===== src/verilog/periph_config.svh =====
`ifndef PERIPH_CONFIG_SVH
`define PERIPH_CONFIG_SVH

// upper 24 address bits of the page that holds the GPIO bank.
`define PERIPH_BASE_PAGE 24'h210000

// register offsets within the page.
`define GPIO_DATA_OFS 8'h00
`define GPIO_ENA_OFS  8'h04
`define GPIO_PU_OFS   8'h08
`define GPIO_PD_OFS   8'h0C

// number of pins in the bank. The DATA readback layout assumes it fits in a byte.
`define GPIO_PINS 8

`endif


===== src/verilog/periph_pkg.sv =====
package periph_pkg;

    // an iomem address split into the peripheral page and the register offset.
    typedef struct packed {
        logic [23:0] page;
        logic [7:0]  offset;
    } iomem_addr_s;

    // the same word seen either as plain bits or as page and offset.
    typedef union packed {
        logic [31:0] raw;
        iomem_addr_s f;
    } iomem_addr_u;

    // which host port owns the shared bus.
    typedef enum logic {
        GRANT_A,
        GRANT_B
    } grant_e;

endpackage


===== src/verilog/iomem_if.sv =====
interface iomem_if
    import periph_pkg::*;
();

    logic        valid;
    logic        ready;
    iomem_addr_u addr;
    logic        wstrb;
    logic [31:0] wdata;
    logic [31:0] rdata;

    // the master holds addr, wstrb and wdata while valid waits for ready.
    modport master (
        output valid,
        output addr,
        output wstrb,
        output wdata,
        input  ready,
        input  rdata
    );

    // the slave answers with a one-cycle ready pulse and rdata alongside it.
    modport slave (
        input  valid,
        input  addr,
        input  wstrb,
        input  wdata,
        output ready,
        output rdata
    );

endinterface


===== src/verilog/gpio_bank.sv =====
`include "periph_config.svh"

module gpio_bank (
    input  logic                  clk,
    input  logic                  resetn,
    input  logic [`GPIO_PINS-1:0] gpio_in_i,
    iomem_if.slave                bus,
    output logic [`GPIO_PINS-1:0] gpio_o,
    output logic [`GPIO_PINS-1:0] gpio_oe_n_o,
    output logic [`GPIO_PINS-1:0] gpio_pu_o,
    output logic [`GPIO_PINS-1:0] gpio_pd_o
);

    logic [`GPIO_PINS-1:0] in_meta_q;
    logic [`GPIO_PINS-1:0] in_sync_q;
    logic                  ready_q;
    logic [31:0]           rdata_q;
    logic [31:0]           rdata_next;
    logic                  page_hit;
    logic                  sel_data;
    logic                  sel_ena;
    logic                  sel_pu;
    logic                  sel_pd;
    logic                  access;

    // two-flop synchronizer on the pad inputs.
    always_ff @(posedge clk) begin
        in_meta_q <= gpio_in_i;
        in_sync_q <= in_meta_q;
    end

    assign page_hit = (bus.addr.f.page == `PERIPH_BASE_PAGE);
    assign sel_data = page_hit && (bus.addr.f.offset == `GPIO_DATA_OFS);
    assign sel_ena  = page_hit && (bus.addr.f.offset == `GPIO_ENA_OFS);
    assign sel_pu   = page_hit && (bus.addr.f.offset == `GPIO_PU_OFS);
    assign sel_pd   = page_hit && (bus.addr.f.offset == `GPIO_PD_OFS);

    // every request is answered, mapped or not.
    assign access = bus.valid && !ready_q;

    always_comb begin
        rdata_next = '0;
        if (sel_data) begin
            rdata_next[`GPIO_PINS-1:0]   = in_sync_q;
            rdata_next[8 +: `GPIO_PINS]  = gpio_o;
        end else if (sel_ena) begin
            rdata_next[`GPIO_PINS-1:0] = gpio_oe_n_o;
        end else if (sel_pu) begin
            rdata_next[`GPIO_PINS-1:0] = gpio_pu_o;
        end else if (sel_pd) begin
            rdata_next[`GPIO_PINS-1:0] = gpio_pd_o;
        end
    end

    always_ff @(posedge clk) begin
        if (!resetn) begin
            ready_q     <= 1'b0;
            gpio_o      <= '0;
            gpio_oe_n_o <= '1;
            gpio_pu_o   <= '0;
            gpio_pd_o   <= '0;
        end else begin
            ready_q <= access;
            if (access && bus.wstrb) begin
                if (sel_data) begin
                    gpio_o <= bus.wdata[`GPIO_PINS-1:0];
                end
                if (sel_ena) begin
                    gpio_oe_n_o <= bus.wdata[`GPIO_PINS-1:0];
                end
                if (sel_pu) begin
                    gpio_pu_o <= bus.wdata[`GPIO_PINS-1:0];
                end
                if (sel_pd) begin
                    gpio_pd_o <= bus.wdata[`GPIO_PINS-1:0];
                end
            end
        end
    end

    // read data is captured with the access and presented with ready.
    always_ff @(posedge clk) begin
        if (access) begin
            rdata_q <= rdata_next;
        end
    end

    assign bus.ready = ready_q;
    assign bus.rdata = rdata_q;

    // the request must still be held when its single ready cycle arrives.
    a_ready_pulse: assert property (
        @(posedge clk) disable iff (!resetn)
        bus.ready |-> (bus.valid && !$past(bus.ready))
    );

endmodule


===== src/verilog/gpio_subsys_top.sv =====
`include "periph_config.svh"

module gpio_subsys_top (
    input  logic                  clk_i,
    input  logic                  resetn_i,

    input  logic                  wba_cyc_i,
    input  logic                  wba_stb_i,
    input  logic                  wba_we_i,
    input  logic [3:0]            wba_sel_i,
    input  logic [31:0]           wba_adr_i,
    input  logic [31:0]           wba_dat_i,
    output logic [31:0]           wba_dat_o,
    output logic                  wba_ack_o,

    input  logic                  wbb_cyc_i,
    input  logic                  wbb_stb_i,
    input  logic                  wbb_we_i,
    input  logic [3:0]            wbb_sel_i,
    input  logic [31:0]           wbb_adr_i,
    input  logic [31:0]           wbb_dat_i,
    output logic [31:0]           wbb_dat_o,
    output logic                  wbb_ack_o,

    input  logic [`GPIO_PINS-1:0] gpio_in_i,
    output logic [`GPIO_PINS-1:0] gpio_o,
    output logic [`GPIO_PINS-1:0] gpio_oe_n_o,
    output logic [`GPIO_PINS-1:0] gpio_pu_o,
    output logic [`GPIO_PINS-1:0] gpio_pd_o
);

    iomem_if bus_a ();
    iomem_if bus_b ();
    iomem_if bus_gpio ();

    wb_iomem_bridge u_bridge_a (
        .clk      (clk_i),
        .resetn   (resetn_i),
        .wb_cyc_i (wba_cyc_i),
        .wb_stb_i (wba_stb_i),
        .wb_we_i  (wba_we_i),
        .wb_sel_i (wba_sel_i),
        .wb_adr_i (wba_adr_i),
        .wb_dat_i (wba_dat_i),
        .wb_dat_o (wba_dat_o),
        .wb_ack_o (wba_ack_o),
        .bus      (bus_a.master)
    );

    wb_iomem_bridge u_bridge_b (
        .clk      (clk_i),
        .resetn   (resetn_i),
        .wb_cyc_i (wbb_cyc_i),
        .wb_stb_i (wbb_stb_i),
        .wb_we_i  (wbb_we_i),
        .wb_sel_i (wbb_sel_i),
        .wb_adr_i (wbb_adr_i),
        .wb_dat_i (wbb_dat_i),
        .wb_dat_o (wbb_dat_o),
        .wb_ack_o (wbb_ack_o),
        .bus      (bus_b.master)
    );

    iomem_arbiter u_arbiter (
        .clk    (clk_i),
        .resetn (resetn_i),
        .m_a    (bus_a.slave),
        .m_b    (bus_b.slave),
        .s      (bus_gpio.master)
    );

    gpio_bank u_gpio_bank (
        .clk         (clk_i),
        .resetn      (resetn_i),
        .gpio_in_i   (gpio_in_i),
        .bus         (bus_gpio.slave),
        .gpio_o      (gpio_o),
        .gpio_oe_n_o (gpio_oe_n_o),
        .gpio_pu_o   (gpio_pu_o),
        .gpio_pd_o   (gpio_pd_o)
    );

endmodule


===== src/verilog/iomem_arbiter.sv =====
module iomem_arbiter
    import periph_pkg::*;
(
    input  logic    clk,
    input  logic    resetn,
    iomem_if.slave  m_a,
    iomem_if.slave  m_b,
    iomem_if.master s
);

    grant_e grant_q;
    grant_e last_q;
    logic   busy_q;
    grant_e pick;
    grant_e sel;

    // when both ports request, the one that did not win last goes first.
    always_comb begin
        if (m_a.valid && m_b.valid) begin
            pick = (last_q == GRANT_A) ? GRANT_B : GRANT_A;
        end else if (m_b.valid) begin
            pick = GRANT_B;
        end else begin
            pick = GRANT_A;
        end
    end

    // a transfer in flight keeps its owner; otherwise the new pick steers the bus.
    assign sel = busy_q ? grant_q : pick;

    assign s.valid    = (sel == GRANT_A) ? m_a.valid : m_b.valid;
    assign s.addr.raw = (sel == GRANT_A) ? m_a.addr.raw : m_b.addr.raw;
    assign s.wstrb    = (sel == GRANT_A) ? m_a.wstrb : m_b.wstrb;
    assign s.wdata    = (sel == GRANT_A) ? m_a.wdata : m_b.wdata;

    // the port that is not selected sees ready low and keeps waiting.
    assign m_a.ready = s.ready && (sel == GRANT_A);
    assign m_b.ready = s.ready && (sel == GRANT_B);
    assign m_a.rdata = s.rdata;
    assign m_b.rdata = s.rdata;

    always_ff @(posedge clk) begin
        if (!resetn) begin
            busy_q  <= 1'b0;
            grant_q <= GRANT_A;
            last_q  <= GRANT_B;
        end else if (busy_q) begin
            if (s.ready) begin
                busy_q <= 1'b0;
                last_q <= grant_q;
            end
        end else if (s.valid) begin
            busy_q  <= 1'b1;
            grant_q <= sel;
        end
    end

    // ready reaches exactly one port, and only for a transfer already accepted.
    a_single_ready: assert property (
        @(posedge clk) disable iff (!resetn)
        (m_a.ready || m_b.ready) |-> (busy_q && (m_a.ready != m_b.ready))
    );

    a_grant_held: assert property (
        @(posedge clk) disable iff (!resetn)
        (s.valid && !s.ready) |=> (s.valid && $stable(sel))
    );

endmodule


===== src/verilog/wb_iomem_bridge.sv =====
module wb_iomem_bridge (
    input  logic        clk,
    input  logic        resetn,
    input  logic        wb_cyc_i,
    input  logic        wb_stb_i,
    input  logic        wb_we_i,
    input  logic [3:0]  wb_sel_i,
    input  logic [31:0] wb_adr_i,
    input  logic [31:0] wb_dat_i,
    output logic [31:0] wb_dat_o,
    output logic        wb_ack_o,
    iomem_if.master     bus
);

    typedef enum logic [1:0] {
        ST_IDLE,
        ST_BUSY,
        ST_DONE
    } state_e;

    state_e      state_q;
    logic [31:0] addr_q;
    logic [31:0] wdata_q;
    logic        wstrb_q;
    logic [31:0] rdata_q;
    logic        wb_req;

    assign wb_req = wb_cyc_i && wb_stb_i;

    always_ff @(posedge clk) begin
        if (!resetn) begin
            state_q <= ST_IDLE;
        end else begin
            case (state_q)
                ST_IDLE: begin
                    if (wb_req) begin
                        state_q <= ST_BUSY;
                    end
                end
                ST_BUSY: begin
                    if (bus.ready) begin
                        state_q <= ST_DONE;
                    end
                end
                default: begin
                    state_q <= ST_IDLE;
                end
            endcase
        end
    end

    // only lane 0 carries pin data, so sel bit 0 alone qualifies a write.
    always_ff @(posedge clk) begin
        if (state_q == ST_IDLE && wb_req) begin
            addr_q  <= wb_adr_i;
            wdata_q <= wb_dat_i;
            wstrb_q <= wb_we_i && wb_sel_i[0];
        end
        if (state_q == ST_BUSY && bus.ready) begin
            rdata_q <= bus.rdata;
        end
    end

    assign bus.valid    = (state_q == ST_BUSY);
    assign bus.addr.raw = addr_q;
    assign bus.wstrb    = wstrb_q;
    assign bus.wdata    = wdata_q;

    // the done state lasts one cycle and is the Wishbone ack.
    assign wb_ack_o = (state_q == ST_DONE);
    assign wb_dat_o = rdata_q;

    a_req_stable: assert property (
        @(posedge clk) disable iff (!resetn)
        (bus.valid && !bus.ready) |=>
            ($stable(bus.addr.raw) && $stable(bus.wdata) && $stable(bus.wstrb))
    );

endmodule

===== config.mk =====
export PLATFORM = sky130hd
export DESIGN_NAME = gpio_subsys_top
export DESIGN_NICKNAME = d
export VERILOG_FILES = /design/src/verilog/periph_pkg.sv /design/src/verilog/iomem_if.sv /design/src/verilog/gpio_bank.sv /design/src/verilog/gpio_subsys_top.sv /design/src/verilog/iomem_arbiter.sv /design/src/verilog/wb_iomem_bridge.sv
export VERILOG_INCLUDE_DIRS = /design/src /design/src/verilog
export SDC_FILE = /design/constraint.sdc
export NUM_CORES = 1
export LEC_CHECK = 0
export BUFFER_PORTS_ARGS = -buffer_cell sky130_fd_sc_hd__buf_2
export CAP_MARGIN = 20
export CORE_MARGIN = 2
export CORE_UTILIZATION = 45
export DETAILED_ROUTE_END_ITERATION = 8
export GPL_TIMING_DRIVEN = 0
export PLACE_DENSITY = 0.69
export RECOVER_POWER = 100
export SKIP_CTS_REPAIR_TIMING = 1
export SYNTH_ARGS = -nofsm -noshare
export SYNTH_HDL_FRONTEND = slang
export SYNTH_HIERARCHICAL = 1
export SYNTH_SLANG_ARGS = --single-unit

===== constraint.sdc =====
create_clock -name clk_i -period 11.6 [get_ports clk_i]
set_input_delay 2.32 -clock clk_i [delete_from_list [all_inputs] [get_ports clk_i]]
set_output_delay 2.32 -clock clk_i [all_outputs]
set_load 0.005 [all_outputs]

==> summary.txt <==
Outcome
  • Status: finished with violations
  • Failing checks: max-capacitance violations, max-slew violations

Layout
  • Most common cell after layout, fill and taps aside: edfxtp_1
  • Final Cell Area: 10500 µm²
  • Post-layout util: 56.0%
  • Layout Nets: about 920
  • Storage element area: 5990 µm²
  • Final Non-Filler Cells: 1016
  • Layout cell share with drive strength beyond 1: 39.0%
  • # fillers: 1501
  • Number of diodes: 0
  • Most frequent cells in the layout: 162 x edfxtp_1, 125 x buf_2, 89 x clkbuf_1
  • Area added between synthesis and finish: 22.4%
  • Multi-input logic area: 1840 µm²

Floorplan
  • Die area: 20100 µm²
  • Die Wd: about 140 µm
  • DIE HEIGHT: around 140 µm
  • Std cell rows: 50
  • Core Area: about 19000 µm²
  • Initial core utilization: between 40% and 50%
  • Io pins: 250

STA
  • Final hold vios: 0
  • Slew headroom: -60.2%
  • Max Clk Rate: around 180 MHz
  • Final period util: 47.8%
  • Final TNS setup: 0 ns
  • Post-route minimum period: 5.55 ns
  • Setup violators final: 0
  • Slew Viols, Final: a little over 90
  • Slew @ Worst Pin: 2.38 ns
  • Setup Skew: around 0.013 ns
  • RSZ-0062 raised after global routing: no

Clock network
  • Total CTS buffers: 23
  • CTS tree: yes
  • Reg clk slew, reported paths: 0.06 ns
  • Skew-Pair Late Insertion Delay: 0.51 ns
  • CTS H-tree lvls: 1
  • Clk sinks: roughly 220
  • Clock Tree Root: clkbuf_16
  • Clock Path Buffers: 3

GRT
  • M3 GR Usage: 4.74%
  • Met2 usage: between 20% and 30%
  • Initial antenna violation count: 0
  • Met1 global-route usage: 20.2%
  • Largest net degree at the start of global routing: 34
  • Gr busiest metal: met2
  • First-pass GRT wire length: 26.0 mm
  • Vias in the first global route: 4961
  • Grt total ovfl: 0
  • Tot GR Track Use: around 17%

Logic synthesis
  • Syn Inst Count: 522
  • Synth warn: 6
  • Mean post-synth cell area: around 16 µm²
  • Mapped Area: 8560 µm²

Setup path
  • Cell depth of the worst flop-to-flop path: 9
  • Required time of the worst setup path: 11.89 ns
  • Crit Reg-Reg Startpoint: u_bridge_b/state_q[1]
  • CP startpoint kind: flop
  • Crit Reg-Reg Endpoint: u_gpio_bank/gpio_pu_o[7]
  • CP max FO: 8
  • R2R Setup Slk: 6.05 ns
  • Setup CP Type: reg2reg
  • Critical path capture point type: flop
  • Arr. time, crit path: 5.84 ns

Run
  • Max-cap viol count: 6

Drt
  • Post-Route WL: 16.8 mm
  • DRT Pass-1 Iters: 6
  • Routed len/inst: roughly 17 µm
  • Starting DRC count in detailed routing: 149
  • Post-DRT Antenna Nets: 0
  • Drt drc: 0
  • Via density: 4.65
  • Via count: around 4.7k

Placed design
  • Gpl congestion: a little under 0.8
  • Placed instance count: 974
  • Port Buf Inserts: 195
  • Area after DPL: about 10000 µm²
  • Dpl hpwl: 12.5 mm

Pwr
  • Pwr dens: 164 nW/µm²
  • P_leak: 4.02 nW
  • VDD IR max: 0.105 mV

Worst hold path
  • Worst hold start: u_gpio_bank/in_meta_q[3]
  • Hold Path Sink: u_gpio_bank/in_sync_q[3]
  • Hold path cells: 0
  • HP Class: reg2reg
[stage by stage]
step / worst slack [ns] / power (mW) / hold slack [ns]
2_1_floorplan: 5.94 / 0.981 / 0.310
3_3_place_gp: 4.41 / 1.02 / 0.312
3_5_place_dp: 7.53 / 1.02 / 0.315
4_1_cts: 7.97 / 1.75 / 0.329
5_1_grt: 5.64 / 1.78 / 0.333
6_report: 6.05 / 1.72 / 0.327
[worst max path at each step]
| stage | from | end | cells past startpoint |
|---|---|---|---|
| 2_1_floorplan | wba_cyc_i | u_bridge_a/bus.addr[0] | 2 |
| 3_3_place_gp | wba_cyc_i | u_bridge_a/bus.wdata[6] | 3 |
| 6_report | u_bridge_b/state_q[1] | u_gpio_bank/gpio_pu_o[7] | 9 |
| 4_1_cts | u_bridge_a/state_q[0] | wba_ack_o | 2 |
| 5_1_grt | u_bridge_b/state_q[1] | u_gpio_bank/gpio_pu_o[5] | 9 |
| 3_5_place_dp | wba_stb_i | u_bridge_a/bus.wdata[4] | 5 |
[where the power goes]
part / switching [mW] / total, mW / internal, mW
Clock: 0.286 / 0.721 / 0.435
Sequential: 0.00870 / 0.877 / 0.869
Combinational: 0.0552 / 0.119 / 0.0640
[flip-flops by register name, indices dropped and copies added, names as in the netlist, 16 cells and up]
register               cells
u_bridge_a/bus.addr       32
u_bridge_a/wb_dat_o       32
u_bridge_b/bus.addr       32
u_bridge_b/wb_dat_o       32
u_gpio_bank/bus.rdata     16
[worst max-delay path: stages (launching register included)]
cell and delay, ns:
dfxtp_1 0.37, and2b_2 0.25, nor2b_1 0.13, a21boi_0 0.82, clkbuf_1 0.45, mux2_2 0.39
nor4_1 0.38, nand4_1 0.33, nor4_1 1.96, mux2i_1 0.25
[layer usage]
layer,vias up,wire [µm]
li1,2276,-
met1,2246,6900
met2,172,8240
met3,29,1280
met4,0,363
met5,-,0
[cell type report]
cell class	count	area share, %
buffer	95	6.57
clock inverter	8	0.668
multi-input combinational	224	17.5
sequential	218	57.1
clock buffer	34	6.60
tap	234	2.79
timing repair buffer	203	8.75
Note: power is estimated with default switching activity, not from simulation.
